<file path="config.mk">
export PLATFORM = sky130hd
export DESIGN_NAME = alu_top
export DESIGN_NICKNAME = d
export VERILOG_FILES = /design/src/alu_pkg.sv /design/src/alu_core.sv /design/src/alu_top.sv /design/src/button_conditioner.sv /design/src/operand_capture.sv
export SDC_FILE = /design/constraint.sdc
export NUM_CORES = 1
export LEC_CHECK = 0
export ABC_CLOCK_PERIOD_IN_PS = 4000
export CORE_UTILIZATION = 26
export DETAILED_ROUTE_END_ITERATION = 10
export DONT_BUFFER_PORTS = 1
export PLACE_DENSITY = 0.38
export SETUP_SLACK_MARGIN = 0.02
export SYNTH_ARGS = -nofsm -noshare
export SYNTH_HDL_FRONTEND = slang
export SYNTH_SLANG_ARGS = --single-unit
</file>
<file path="constraint.sdc">
create_clock -name i_clock -period 4 [get_ports i_clock]
set_input_delay 0.4 -clock i_clock [delete_from_list [all_inputs] [get_ports i_clock]]
set_output_delay 0.4 -clock i_clock [all_outputs]
set_load 0.1 [all_outputs]
</file>
<file path="src/alu_pkg.sv">
// Shared widths and MIPS function codes; only eight opcodes are legal, and the sizes assume a 16-switch, 16-LED board
package alu_pkg;

    // Datapath and board widths
    localparam int DATA_W  = 8;
    localparam int OP_W    = 6;
    localparam int SW_W    = 16;
    localparam int LED_W   = 16;

    // Shift amount comes from the low bits of B
    localparam int SHAMT_W = 3;

    // Synchronized samples a button must hold before its level flips
    localparam int DEBOUNCE_CYCLES = 4;
    localparam int DEBOUNCE_W      = $clog2(DEBOUNCE_CYCLES);

    // Terminal count of the debounce counter
    localparam logic [DEBOUNCE_W-1:0] DEBOUNCE_LAST = DEBOUNCE_W'(DEBOUNCE_CYCLES - 1);

    // Operand, result and opcode types
    typedef logic signed [DATA_W-1:0] data_t;
    typedef logic [OP_W-1:0]          op_t;

    // Arithmetic function codes
    localparam op_t OP_ADD = 6'b100000;
    localparam op_t OP_SUB = 6'b100010;

    // Logic function codes
    localparam op_t OP_AND = 6'b100100;
    localparam op_t OP_OR  = 6'b100101;
    localparam op_t OP_XOR = 6'b100110;
    localparam op_t OP_NOR = 6'b100111;

    // Shift function codes
    localparam op_t OP_SRA = 6'b000011;
    localparam op_t OP_SRL = 6'b000010;

    // LED positions of the flags
    // Result occupies bits DATA_W-1..0
    localparam int LED_OVF_BIT = 8;
    localparam int LED_ILL_BIT = 9;

endpackage

</file>
<file path="src/alu_core.sv">
// LEDs change only on a start pulse; unknown opcodes give a zero result with the illegal flag, no carry or zero flag
`timescale 1ns/1ns

module alu_core (
    input  logic                        i_clock,
    input  logic                        i_rst_n,
    input  alu_pkg::data_t              i_a,
    input  alu_pkg::data_t              i_b,
    input  alu_pkg::op_t                i_op,
    input  logic                        i_start,
    output logic [alu_pkg::LED_W-1:0]   o_led
);

    // Shift amount from the low bits of B
    logic [alu_pkg::SHAMT_W-1:0] shamt;

    // Arithmetic results, 8-bit wrap
    alu_pkg::data_t sum;
    alu_pkg::data_t diff;

    // Signed overflow of each arithmetic path
    logic add_ovf;
    logic sub_ovf;

    // Selected result and flags
    alu_pkg::data_t result;
    logic           ovf;
    logic           illegal;

    // Next LED word
    logic [alu_pkg::LED_W-1:0] led_next;

    assign shamt = i_b[alu_pkg::SHAMT_W-1:0];

    assign sum  = i_a + i_b;
    assign diff = i_a - i_b;

    // ADD overflows when like signs give an unlike result
    assign add_ovf = (i_a[alu_pkg::DATA_W-1] == i_b[alu_pkg::DATA_W-1])
                     && (sum[alu_pkg::DATA_W-1] != i_a[alu_pkg::DATA_W-1]);

    // SUB overflows when unlike signs flip the sign of A
    assign sub_ovf = (i_a[alu_pkg::DATA_W-1] != i_b[alu_pkg::DATA_W-1])
                     && (diff[alu_pkg::DATA_W-1] != i_a[alu_pkg::DATA_W-1]);

    // Operation select
    always_comb
    begin
        result  = '0;
        ovf     = 1'b0;
        illegal = 1'b0;
        case (i_op)
            alu_pkg::OP_ADD:
            begin
                result = sum;
                ovf    = add_ovf;
            end
            alu_pkg::OP_SUB:
            begin
                result = diff;
                ovf    = sub_ovf;
            end
            alu_pkg::OP_AND: result = i_a & i_b;
            alu_pkg::OP_OR:  result = i_a | i_b;
            alu_pkg::OP_XOR: result = i_a ^ i_b;
            alu_pkg::OP_NOR: result = ~(i_a | i_b);
            // Sign fill, i_a is signed
            alu_pkg::OP_SRA: result = i_a >>> shamt;
            // Zero fill
            alu_pkg::OP_SRL: result = $signed($unsigned(i_a) >> shamt);
            default:
            begin
                // Result and overflow stay zero
                illegal = 1'b1;
            end
        endcase
    end

    // Pack result and flags into the LED word
    // Unused upper LEDs stay dark
    always_comb
    begin
        led_next                       = '0;
        led_next[alu_pkg::DATA_W-1:0]  = result;
        led_next[alu_pkg::LED_OVF_BIT] = ovf;
        led_next[alu_pkg::LED_ILL_BIT] = illegal;
    end

    // Output register
    // Holds the last calculation between starts
    always_ff @(posedge i_clock or negedge i_rst_n)
    begin
        if (!i_rst_n)
            o_led <= '0;
        else if (i_start)
            o_led <= led_next;
    end

endmodule

</file>
<file path="src/alu_top.sv">
// Buttons are raw and asynchronous; a clean Op press reaches the LEDs after nine clocks, one result at a time
`timescale 1ns/1ns

module alu_top (
    input  logic                        i_clock,
    input  logic                        i_rst_n,
    input  logic [alu_pkg::SW_W-1:0]    i_sw,
    input  logic                        i_btn_a,
    input  logic                        i_btn_b,
    input  logic                        i_btn_op,
    output logic [alu_pkg::LED_W-1:0]   o_led
);

    // Conditioned press pulses
    logic press_a;
    logic press_b;
    logic press_op;

    // Captured operands and opcode
    alu_pkg::data_t cap_a;
    alu_pkg::data_t cap_b;
    alu_pkg::op_t   cap_op;
    logic           start;

    // One conditioner per button
    button_conditioner u_btn_a (
        .i_clock (i_clock),
        .i_rst_n (i_rst_n),
        .i_btn   (i_btn_a),
        .o_press (press_a)
    );

    button_conditioner u_btn_b (
        .i_clock (i_clock),
        .i_rst_n (i_rst_n),
        .i_btn   (i_btn_b),
        .o_press (press_b)
    );

    button_conditioner u_btn_op (
        .i_clock (i_clock),
        .i_rst_n (i_rst_n),
        .i_btn   (i_btn_op),
        .o_press (press_op)
    );

    // Time-multiplexed switch entry
    operand_capture u_capture (
        .i_clock    (i_clock),
        .i_rst_n    (i_rst_n),
        .i_sw       (i_sw),
        .i_press_a  (press_a),
        .i_press_b  (press_b),
        .i_press_op (press_op),
        .o_a        (cap_a),
        .o_b        (cap_b),
        .o_op       (cap_op),
        .o_start    (start)
    );

    // Registered ALU driving the LEDs
    alu_core u_alu (
        .i_clock (i_clock),
        .i_rst_n (i_rst_n),
        .i_a     (cap_a),
        .i_b     (cap_b),
        .i_op    (cap_op),
        .i_start (start),
        .o_led   (o_led)
    );

endmodule

</file>
<file path="src/button_conditioner.sv">
// Raw button is asynchronous; a press counts after DEBOUNCE_CYCLES stable samples and a hold gives one pulse
`timescale 1ns/1ns

module button_conditioner (
    input  logic i_clock,
    input  logic i_rst_n,
    input  logic i_btn,
    output logic o_press
);

    // Two-flop synchronizer chain
    logic btn_meta;
    logic btn_sync;

    // Debounced level and its stability counter
    logic                          btn_level;
    logic [alu_pkg::DEBOUNCE_W-1:0] stable_cnt;

    // Debounced level one cycle late, for edge detection
    logic btn_level_d;

    // Bring the raw input into the clock domain
    always_ff @(posedge i_clock or negedge i_rst_n)
    begin
        if (!i_rst_n)
        begin
            btn_meta <= 1'b0;
            btn_sync <= 1'b0;
        end
        else
        begin
            btn_meta <= i_btn;
            btn_sync <= btn_meta;
        end
    end

    // Level flips only after DEBOUNCE_CYCLES consecutive differing samples
    // Any sample that agrees with the level restarts the count
    always_ff @(posedge i_clock or negedge i_rst_n)
    begin
        if (!i_rst_n)
        begin
            btn_level  <= 1'b0;
            stable_cnt <= '0;
        end
        else if (btn_sync == btn_level)
        begin
            // Bounce or idle, start over
            stable_cnt <= '0;
        end
        else if (stable_cnt == alu_pkg::DEBOUNCE_LAST)
        begin
            btn_level  <= btn_sync;
            stable_cnt <= '0;
        end
        else
        begin
            stable_cnt <= stable_cnt + 1'b1;
        end
    end

    // One-cycle pulse on the rising debounced level
    // A long hold keeps the level high and pulses once
    always_ff @(posedge i_clock or negedge i_rst_n)
    begin
        if (!i_rst_n)
        begin
            btn_level_d <= 1'b0;
            o_press     <= 1'b0;
        end
        else
        begin
            btn_level_d <= btn_level;
            o_press     <= btn_level && !btn_level_d;
        end
    end

endmodule

</file>
<file path="src/operand_capture.sv">
// Switch fields are sampled on each press; A and B use the low byte, Op the low six bits, upper switches ignored
`timescale 1ns/1ns

module operand_capture (
    input  logic                        i_clock,
    input  logic                        i_rst_n,
    input  logic [alu_pkg::SW_W-1:0]    i_sw,
    input  logic                        i_press_a,
    input  logic                        i_press_b,
    input  logic                        i_press_op,
    output alu_pkg::data_t              o_a,
    output alu_pkg::data_t              o_b,
    output alu_pkg::op_t                o_op,
    output logic                        o_start
);

    // Switch fields as seen by each button
    alu_pkg::data_t sw_data;
    alu_pkg::op_t   sw_op;

    assign sw_data = $signed(i_sw[alu_pkg::DATA_W-1:0]);
    assign sw_op   = i_sw[alu_pkg::OP_W-1:0];

    // Operand A register
    // Re-entry allowed at any time
    always_ff @(posedge i_clock or negedge i_rst_n)
    begin
        if (!i_rst_n)
            o_a <= '0;
        else if (i_press_a)
            o_a <= sw_data;
    end

    // Operand B register
    always_ff @(posedge i_clock or negedge i_rst_n)
    begin
        if (!i_rst_n)
            o_b <= '0;
        else if (i_press_b)
            o_b <= sw_data;
    end

    // Opcode register
    // Loads together with the start request
    always_ff @(posedge i_clock or negedge i_rst_n)
    begin
        if (!i_rst_n)
            o_op <= '0;
        else if (i_press_op)
            o_op <= sw_op;
    end

    // Start follows the Op press by one cycle
    // New opcode and held operands are both settled by then
    always_ff @(posedge i_clock or negedge i_rst_n)
    begin
        if (!i_rst_n)
            o_start <= 1'b0;
        else
            o_start <= i_press_op;
    end

endmodule

</file>
== Word-level counts from Yosys, hierarchy flattened ==
Index checks and enable logic that the tools add are counted.

* Output and inout port bits: 16
* Register bits: 54
* Input port bits: 21
* Logic and storage cells: 76

* Reductions and logical operators: 12
* Multiplexer cells: 9
* Bitwise logic cells: 7
* Add/subtract/negate cells: 5
* Shifts and indexed selects: 2
* Eq/ne operators: 18

{| class="wikitable"
|+ Operators by type and width
! kind !! number
|-
| $pmux 8 s8 || 1
|-
| $eq 6x6->1 const B || 6
|-
| $eq 6x2->1 const B || 2
|-
| $mux 2 || 6
|-
| $add 8x8->8 || 1
|-
| $and 8x8->8 || 1
|-
| $not 8->8 || 1
|-
| $or 8x8->8 || 1
|-
| $reduce_or 8->1 || 1
|-
| $shr 8x3->8 || 1
|-
| $sshr 8x3->8 || 1
|-
| $sub 8x8->8 || 1
|-
| $xor 8x8->8 || 1
|-
| $add 2x1->2 const B || 3
|-
| $eq 2x2->1 const B || 3
|-
| $reduce_and 2->1 || 3
|-
| $logic_and 1x1->1 || 5
|-
| $eq 1x1->1 || 4
|-
| $logic_not 1->1 || 3
|-
| $ne 1x1->1 || 3
|-
| $not 1->1 || 3
|-
| $pmux 1 s2 || 1
|-
| $mux 1 || 1
|}

== Depth between registers and ports, before layout ==
Gate-level depths: netlist (run 1).

* Word-level depth: 4
* Gate-level depth with buffers: 9
* Gate-level depth less buffers: 9

== By module ==
A second synthesis (run 1) with hierarchy kept.

* Cells, all modules: 319
* Area, all modules: 3,573.4 um2

{| class="wikitable"
|+ By module, submodules not included
! module !! area each (um2) !! seq. area each (um2) !! instances !! cells each
|-
| alu_core || 1,943.1 || 250.2 || 1 || 232
|-
| operand_capture || 939.7 || 575.6 || 1 || 48
|-
| button_conditioner || 230.2 || 175.2 || 3 || 13
|}

== Least setup slack after synthesis (run 1) ==
Ideal clock, no wire load.

* Path kind: reg-to-reg
* From: register u_capture.o_b[1]
* To: register u_alu.o_led[8] in the netlist's numbering
* Setup slack: 1,695 ps
* Required time: 3,878 ps
* Setup time: 122 ps
* Buffers on the path: 1
* Arrival: 2,183 ps
* Stages on the path, launching flop included: 10
* Path through: dfrtp_1 > clkbuf_8 > inv_1 > ha_1 > o21bai_1 > o2111ai_1 > a31oi_1 > nor3_1 > a311o_1 > a22o_1

* Longest elaborated chain between the ends: 4

{| class="wikitable"
|+ Ends and longest elaborated chain
! element !! line !! source
|-
| start: declaration || operand_capture.sv:12 || <nowiki>output alu_pkg::data_t o_b,</nowiki>
|-
| start signal: assignment || operand_capture.sv:40 || <nowiki>o_b <= sw_data;</nowiki>
|-
| $sub 8x8->8 / $add 8x8->8 (equally long branches) || alu_core.sv:36, alu_core.sv:35 ||
|-
| $ne 1x1->1 (on tied branches) || alu_core.sv:44, alu_core.sv:40 ||
|-
| $logic_and 1x1->1 (on tied branches) || alu_core.sv:44, alu_core.sv:40 ||
|-
| $pmux 1 s2 * || alu_core.sv:52 || <nowiki>case (i_op)</nowiki>
|-
| end signal: assignment || alu_core.sv:96 || <nowiki>o_led <= led_next;</nowiki>
|-
| end: declaration || alu_core.sv:11 || <nowiki>output logic [alu_pkg::LED_W-1:0] o_led</nowiki>
|}

Mark *: on every way between the ends. The rest lies on a longest branch, timed or not.
A chain may end at the register's enable or synchronous reset.

== Final worst setup path (run 1) ==
Same ends and word-level chain as after synthesis.

==> key figures, run 1 <==
Cells and area
  • Layout fillers: 1406
  • Sequential Area: 1350 sq um
  • Fin nets: 394
  • Synth-to-Final Area Change: 7.95%
  • Final Cell Area: 3700 sq um
  • Fraction of layout cells with a size suffix above 1: 0.0809
  • Area of the multi-input gates: 1830 sq um
  • Ant. Diodes: 0

Route
  • First-pass detailed-route iteration total: 4
  • Via count: 2493
  • Per-cell routed wire length: 16.3 um
  • ANT nets after route: 0
  • Met3 wire length: 401 um
  • WL met2: 3740 um
  • DR top layer: met4
  • Metal-1 WL: 4260 um
  • Final wirelength: 8450 um
  • Routed vias/inst: 4.81
  • Number of remaining DRC errors: 0
  • DR iter-0 viols: 134

Yosys
  • Synthesized area: 3430 sq um
  • Ys flop type: dfrtp_1
  • Seq/Total Area, Yosys: 0.394
  • Synth unique cells: 57
  • Yosys warns: 0
  • Mean Syn Cell Area: 9.69 sq um
  • Synth async-reset ratio: 1.00
  • Seq cells post-synth: 54
  • Post-synth EDFFs: 0
  • Syn Inst Count: 354

Setup path
  • R2r endpoint: u_alu.o_led[8]$_DFFE_PN0P_
  • CP required: 4.19 ns
  • CP Max Fanout: 16
  • Startpoint types: flop
  • Slowest cell on crit path: dfrtp_1
  • Critical Path Max Stage Delay: 0.78 ns
  • RR Startpoint: u_capture.o_b[1]$_DFFE_PN0P_
  • Reg-to-reg setup timing slack: 1.07 ns
  • Worst EP arrival: 3.12 ns
  • R2R depth: 8
  • Crit Path Class: flop to flop
  • CP Capture Type: flop
  • Critical-path cell list: inv_1 > ha_1 > o21bai_1 > o2111ai_1 > a31oi_1 > nor3_1 > a311o_1 > a22o_1

Hold path
  • Hold path cells: 0
  • Hold_sp: i_btn_b
  • Worst Hold Path EP: u_btn_b.btn_meta$_DFF_PN0_
  • Worst min path class: input pin to flop

Timing
  • Unrepaired setup endpoints after global routing: false
  • Fin crit period: 2.93 ns
  • Final setup fails: 0
  • Fmax: 341 MHz
  • Worst hold margin: 0.125 ns
  • Hold Vio Cnt, Final: 0
  • Final worst-path cycle share: 0.732
  • Max-slew violation count: 0
  • Clock skew: 0.00608 ns
  • Setup TNS: 0 ns
  • Max_slew headroom: 0.313
  • Slew @ Worst Pin: 1.03 ns

Floorplan
  • Die footprint: 13700 sq um
  • Starting density of the core: 0.270
  • CORE AREA: 12700 sq um
  • I/O pin total: 37
  • Std-Cell Rows: 41
  • Chip height: 117 um
  • Die X: 117 um

Power
  • Lkg Pwr: 1.53 nW
  • P per Cell Area: 968 nW/um^2
  • Worst IR Drop VDD: 0.260 mV

GRT
  • GRT Total Usage: 0.135
  • First-pass GRT wire length: 13700 um
  • Largest net degree at the start of global routing: 55
  • Number of global-route vias before repair: 2370
  • Initial antenna violation count: 0
  • GRT overflow: 0

Clocking
  • Latest clock arrival within the worst-skew pair: 0.30 ns
  • CTS resizes: 0
  • Clock buffer depth: 2
  • TritonCTS buffer count: 5
  • CTS clk-pin slew, worst paths: 0.08 ns
  • Clock sink total: 54
  • CTS tree: yes
  • CTS H-Tree Depth: 2
  • Clk root buf: clkbuf_16

Run status
  • Outcome: completed

Place
  • Detailed-placement wirelength estimate: 6160 um
  • Port Buffers: 0
  • DP Area: 3490 sq um
  • Global placement routability congestion: 0.794

Job
  • MaxCap Viol Count: 0
power by group:
part | leakage [nW] | switching [mW] | total [mW] | internal [mW]
Combinational | 0.787 | 0.903 | 1.62 | 0.720
Clock | 0.0819 | 0.222 | 0.523 | 0.301
Sequential | 0.665 | 0.677 | 1.44 | 0.761
Total | 1.53 | 1.80 | 3.58 | 1.78
per-stage QoR:
| stage | std cells | worst slack [ns] | power [mW] | utilization |
|---|---|---|---|---|
| after floorplan | 359 | 1.70 | 2.69 | - |
| after global routing | 518 | 0.875 | 3.89 | 0.291 |
| final | 518 | 1.07 | 3.58 | 0.291 |
| after detailed placement | 508 | 1.07 | 3.06 | 0.274 |
| after global placement | 508 | 1.06 | 3.06 | 0.274 |
| after CTS | 518 | 1.06 | 3.61 | 0.291 |
Yosys cell counts, types with 2 or more instances:
library cell,number,area [sq um]
a211oi_1,7,52.6
a21o_1,2,15.0
a21oi_1,24,120
a22o_1,4,35.0
a31oi_1,3,18.8
and2b_2,2,17.5
buf_2,2,10.0
buf_4,6,45.0
buf_6,5,56.3
clkbuf_1,7,26.3
clkbuf_8,2,27.5
dfrtp_1,54,1350
fa_1,2,40.0
ha_1,26,325
inv_1,23,86.3
mux2_2,8,90.1
mux2i_1,6,60.1
mux4_2,4,90.1
nand2_1,36,135
nand2b_1,4,25.0
nand3_1,7,35.0
nor2_1,15,56.3
nor2b_1,6,37.5
nor3_1,5,25.0
o211ai_1,6,45.0
o21ai_0,40,200
o21ai_1,5,25.0
o21bai_1,4,30.0
o31ai_1,2,15.0
or3_1,2,12.5
xnor2_1,9,78.8
cell type report:
cell class	count	share of cell area
Multi-Input combinational cell	258	0.495
Tap cell	172	0.0581
Timing Repair Buffer	2	0.0101
Clock inverter	3	0.0132
Inverter	24	0.0243
Clock buffer	5	0.0338
Sequential cell	54	0.365
cell usage in the layout (no fill, tap or decap), types with 2 or more instances in the layout:
cell type and n:
nor2_1 15, o21ai_0 40, dfrtp_1 54, and2b_2 2
ha_1 26, o31ai_1 2, conb_1 6, a211oi_1 7
or3_1 2, a21oi_1 24, xnor2_1 9, o21ai_1 5
nand2b_1 4, a22o_1 4, inv_1 23, o21bai_1 4
nand3_1 7, nor3_1 5, fa_1 2, mux2_2 8
a31oi_1 3, a21o_1 2, nand2_1 36, mux2i_1 6
mux4_2 4, o211ai_1 6, clkbuf_16 5, nor2b_1 6
registers in the layout (all words and copies together) (netlist names), 2 cells and up:
register,flops
u_btn_op.stable_cnt,2
u_alu.o_led,10
u_capture.o_op,6
u_capture.o_b,8
u_btn_a.stable_cnt,2
u_btn_b.stable_cnt,2
u_capture.o_a,8
layer usage:
layer  track usage  vias up
li1              -     1223
met1         0.198     1202
met2         0.203       64
met3        0.0294        4
met4        0.0278        0
met5             0        -
worst max-delay path: cells and delay by family (launching register included):
| family | cells | cell delay (ns) |
|---|---|---|
| compound gates | 5 | 1.29 |
| flops | 1 | 0.78 |
| fa+ha+maj | 1 | 0.40 |
| buf+inv | 1 | 0.26 |
| simple gates | 1 | 0.09 |
logic make-up (layout without fill, tap and decap cells):
family                     count (synthesis)  count (layout)  synth area share
adders and majority gates                 28              28             0.107
muxes                                     18              18            0.0701
DFF                                       54              54             0.394
other                                      1               6           0.00109
buffers and inverters                     47              34            0.0766
AOI/OAI and AO/OA                        112             112             0.207
and+or+nand+nor                           85              85             0.121
xor gates and xnor gates                   9               9            0.0230
worst max-delay path by stage:
stage | from | end | slack [ns] | cells past startpoint
floorplan | u_capture.o_b[1]$_DFFE_PN0P_ | u_alu.o_led[8]$_DFFE_PN0P_ | 1.70 | 9
global placement | u_capture.o_b[1]$_DFFE_PN0P_ | u_alu.o_led[8]$_DFFE_PN0P_ | 1.06 | 8
detailed placement | u_capture.o_b[1]$_DFFE_PN0P_ | u_alu.o_led[8]$_DFFE_PN0P_ | 1.07 | 8
CTS | u_capture.o_b[1]$_DFFE_PN0P_ | u_alu.o_led[8]$_DFFE_PN0P_ | 1.06 | 8
global route | u_capture.o_b[1]$_DFFE_PN0P_ | u_alu.o_led[8]$_DFFE_PN0P_ | 0.87 | 8
finish | u_capture.o_b[1]$_DFFE_PN0P_ | u_alu.o_led[8]$_DFFE_PN0P_ | 1.07 | 8
timing repair:
| action | CTS | global route |
|---|---|---|
| endpoints found under the hold margin | 54 | 0 |
| hold buffers | 2 | 0 |
| setup buffers | 0 | 0 |
Power figures use the tool's default switching activity.
==> run 2, diff against run 1 <==
--- a/config.mk
+++ b/config.mk
@@ -5,7 +5,7 @@
 export SDC_FILE = /design/constraint.sdc
 export NUM_CORES = 1
 export LEC_CHECK = 0
-export ABC_CLOCK_PERIOD_IN_PS = 4000
+export ABC_CLOCK_PERIOD_IN_PS = 2800
 export CORE_UTILIZATION = 26
 export DETAILED_ROUTE_END_ITERATION = 10
 export DONT_BUFFER_PORTS = 1
==> constraint.sdc (replaced) <==
create_clock -name i_clock -period 2.8 [get_ports i_clock]
set_input_delay 0.28 -clock i_clock [delete_from_list [all_inputs] [get_ports i_clock]]
set_output_delay 0.28 -clock i_clock [all_outputs]
set_load 0.1 [all_outputs]
==> key figures, run 2 (synthesis results as in run 1) <==
Run status
  • Outcome: completed

Cells and area
  • Layout fillers: 1390 (-1.1%)
  • Ant. Diodes: 0 (unchanged)
  • Commonest non-fill, non-tap cell in the layout: dfrtp_1
  • Final Non-Filler Cells: 531 (+2.5%)
  • Largest Register: u_alu.o_led
  • Synth-to-Final Area Change: 11.0%
  • Biggest regs: u_alu.o_led (10), u_capture.o_a (8), u_capture.o_b (8)
  • Most frequent cells in the layout: 54 x dfrtp_1, 40 x o21ai_0, 36 x nand2_1
  • Max reg flops: 10 (unchanged)
  • Fin nets: 407 (+3.3%)
  • Fraction of layout cells with a size suffix above 1: 0.106 (+0.0249)

Power
  • Lkg Pwr: 1.60 nW (+4.2%)
  • Worst IR Drop VDD: 0.350 mV (+34%)
  • P per Cell Area: 1370 nW/um^2 (+42%)

Timing
  • Max-slew violation count: 0 (unchanged)
  • Slew @ Worst Pin: 0.898 ns (-0.132 ns)
  • Hold Vio Cnt, Final: 0 (unchanged)
  • Fmax: 403 MHz (+18%)
  • Setup TNS: 0 ns (unchanged)
  • Final worst-path cycle share: 0.886 (+0.154)
  • Clock skew: 0.00564 ns (-0.000445 ns)
  • Max_slew headroom: 0.401 (+0.0882)
  • Worst hold margin: 0.0993 ns (-0.0261 ns)
  • Final setup fails: 0 (unchanged)
  • Fin crit period: 2.48 ns (-0.449 ns)
  • Unrepaired setup endpoints after global routing: false

Job
  • MaxCap Viol Count: 0 (unchanged)

Route
  • Final wirelength: 8590 um (+1.6%)
  • Via count: 2578 (+3.4%)
  • ANT nets after route: 0 (unchanged)
  • First-pass detailed-route iteration total: 4 (unchanged)
  • Per-cell routed wire length: 16.2 um (-0.89%)
  • Routed vias/inst: 4.85 (+0.88%)
  • Number of remaining DRC errors: 0 (unchanged)
  • DR iter-0 viols: 144 (+7.5%)

Setup path
  • R2r endpoint: u_alu.o_led[8]$_DFFE_PN0P_
  • CP Max Fanout: 6 (-10)
  • CP Capture Type: flop
  • R2R depth: 8 (unchanged)
  • Worst EP arrival: 2.67 ns (-0.45 ns)
  • WP depth: 8 (unchanged)
  • Worst Path Buf+Inv: 1 (unchanged)
  • Crit Path Class: flop to flop
  • Startpoint types: flop
  • Critical Path Max Stage Delay: 0.47 ns (-0.31 ns)
  • CP required: 2.99 ns (-1.20 ns)
  • Critical-path cell list: inv_1 > ha_1 > o21bai_1 > o2111ai_1 > a31oi_1 > nor3_1 > a311o_1 > a22o_1
  • Slowest cell on crit path: dfrtp_1
  • Top Family by Delay on Critical Path: compound AO/OA/AOI/OAI gates
  • RR Startpoint: u_capture.o_a[1]$_DFFE_PN0P_
  • Reg-to-reg setup timing slack: 0.32 ns (-0.75 ns)

Hold path
  • Hold_sp: i_sw[5]
  • Hold path cells: 2 (+2)
  • Worst Hold Path EP: u_capture.o_b[5]$_DFFE_PN0P_
  • Worst min path class: input pin to flop

Clocking
  • CTS H-Tree Depth: 2 (unchanged)
  • Clk root buf: clkbuf_16
  • TritonCTS buffer count: 5 (unchanged)
  • CTS clk-pin slew, worst paths: 0.08 ns (about the same)
  • Latest clock arrival within the worst-skew pair: 0.30 ns (about the same)
  • Clock buffer depth: 2 (unchanged)
  • Clock sink total: 54 (unchanged)
  • CTS tree: yes

Floorplan
  • Starting density of the core: 0.270 (unchanged)
  • Die footprint: 13700 sq um (unchanged)
  • Std-Cell Rows: 41 (unchanged)
  • Chip height: 117 um (unchanged)
  • CORE AREA: 12700 sq um (unchanged)
  • Die X: 117 um (unchanged)
  • I/O pin total: 37 (unchanged)

GRT
  • Number of global-route vias before repair: 2458 (+3.7%)
  • Initial antenna violation count: 0 (unchanged)
  • GRT overflow: 0 (unchanged)
  • Largest net degree at the start of global routing: 55 (unchanged)
  • GRT Total Usage: 0.137 (+0.00233)
  • First-pass GRT wire length: 13800 um (+0.70%)

Place
  • Placed Cells: 518 (+2.0%)
  • Detailed-placement wirelength estimate: 6410 um (+4.2%)
  • Port Buffers: 0 (unchanged)
  • Global placement routability congestion: 0.784 (-1.3%)
run 2: cell count changes in the layout (fill, tap and decap cells not counted), sizes merged:
cell and change:
dlygate4sd3 +3, clkinv +1, clkinvlp -1, buf +10
run 2: layout make-up:
type | instances | area [sq um] | area share
clock buffers | 5 | 125 | 0.0329
clock inverters | 3 | 47.5 | 0.0125
inverters | 24 | 90.1 | 0.0237
multi-input cells | 258 | 1830 | 0.482
flip-flops and latches | 54 | 1350 | 0.355
well taps | 172 | 215 | 0.0565
repair buffers | 15 | 143 | 0.0375
run 2: worst max path at each step:
stage                                       from                         end
detailed placement  u_capture.o_a[1]$_DFFE_PN0P_  u_alu.o_led[8]$_DFFE_PN0P_
CTS                 u_capture.o_a[1]$_DFFE_PN0P_  u_alu.o_led[8]$_DFFE_PN0P_
global placement    u_capture.o_a[1]$_DFFE_PN0P_  u_alu.o_led[8]$_DFFE_PN0P_
finish              u_capture.o_a[1]$_DFFE_PN0P_  u_alu.o_led[8]$_DFFE_PN0P_
global route        u_capture.o_a[1]$_DFFE_PN0P_  u_alu.o_led[8]$_DFFE_PN0P_
floorplan           u_capture.o_b[1]$_DFFE_PN0P_  u_alu.o_led[8]$_DFFE_PN0P_
run 2: stage by stage:
| step | util | instance area [sq um] | power [mW] | worst slack, ns |
|---|---|---|---|---|
| after global placement | 0.280 | 3570 | 4.47 | 0.340 |
| final | 0.299 | 3810 | 5.22 | 0.319 |
| after CTS | 0.299 | 3810 | 5.27 | 0.303 |
| after floorplan | - | 3450 | 3.84 | 0.495 |
| after global routing | 0.299 | 3810 | 5.67 | 0.204 |
| after detailed placement | 0.280 | 3570 | 4.48 | 0.329 |
run 2: metal layers:
metal	up-vias	GRT usage	part of all wire	routed length, um
li1	1250	-	-	-
met1	1264	0.192	0.48	4150
met2	62	0.215	0.45	3900
met3	2	0.0335	0.059	507
met4	0	0.0278	0.0035	30
met5	-	0	0	0
run 2: worst reg2reg max path: stages (launching register included):
cell and delay (ns):
dfrtp_1 0.47, inv_1 0.14, ha_1 0.37, o21bai_1 0.27
o2111ai_1 0.19, a31oi_1 0.33, nor3_1 0.09, a311o_1 0.34
a22o_1 0.18
run 2: repair_timing:
action,4_1_cts,5_1_grt
hold buffers,5,0
resized for setup,0,0
buffers inserted,0,0
setup endpoints to repair,0,0
endpoints found under the hold margin,57,0
run 2: report_power, final:
part | switching, mW | internal (mW)
registers | 0.672 | 1.09
logic | 1.60 | 1.12
clock network | 0.311 | 0.428
total | 2.58 | 2.64
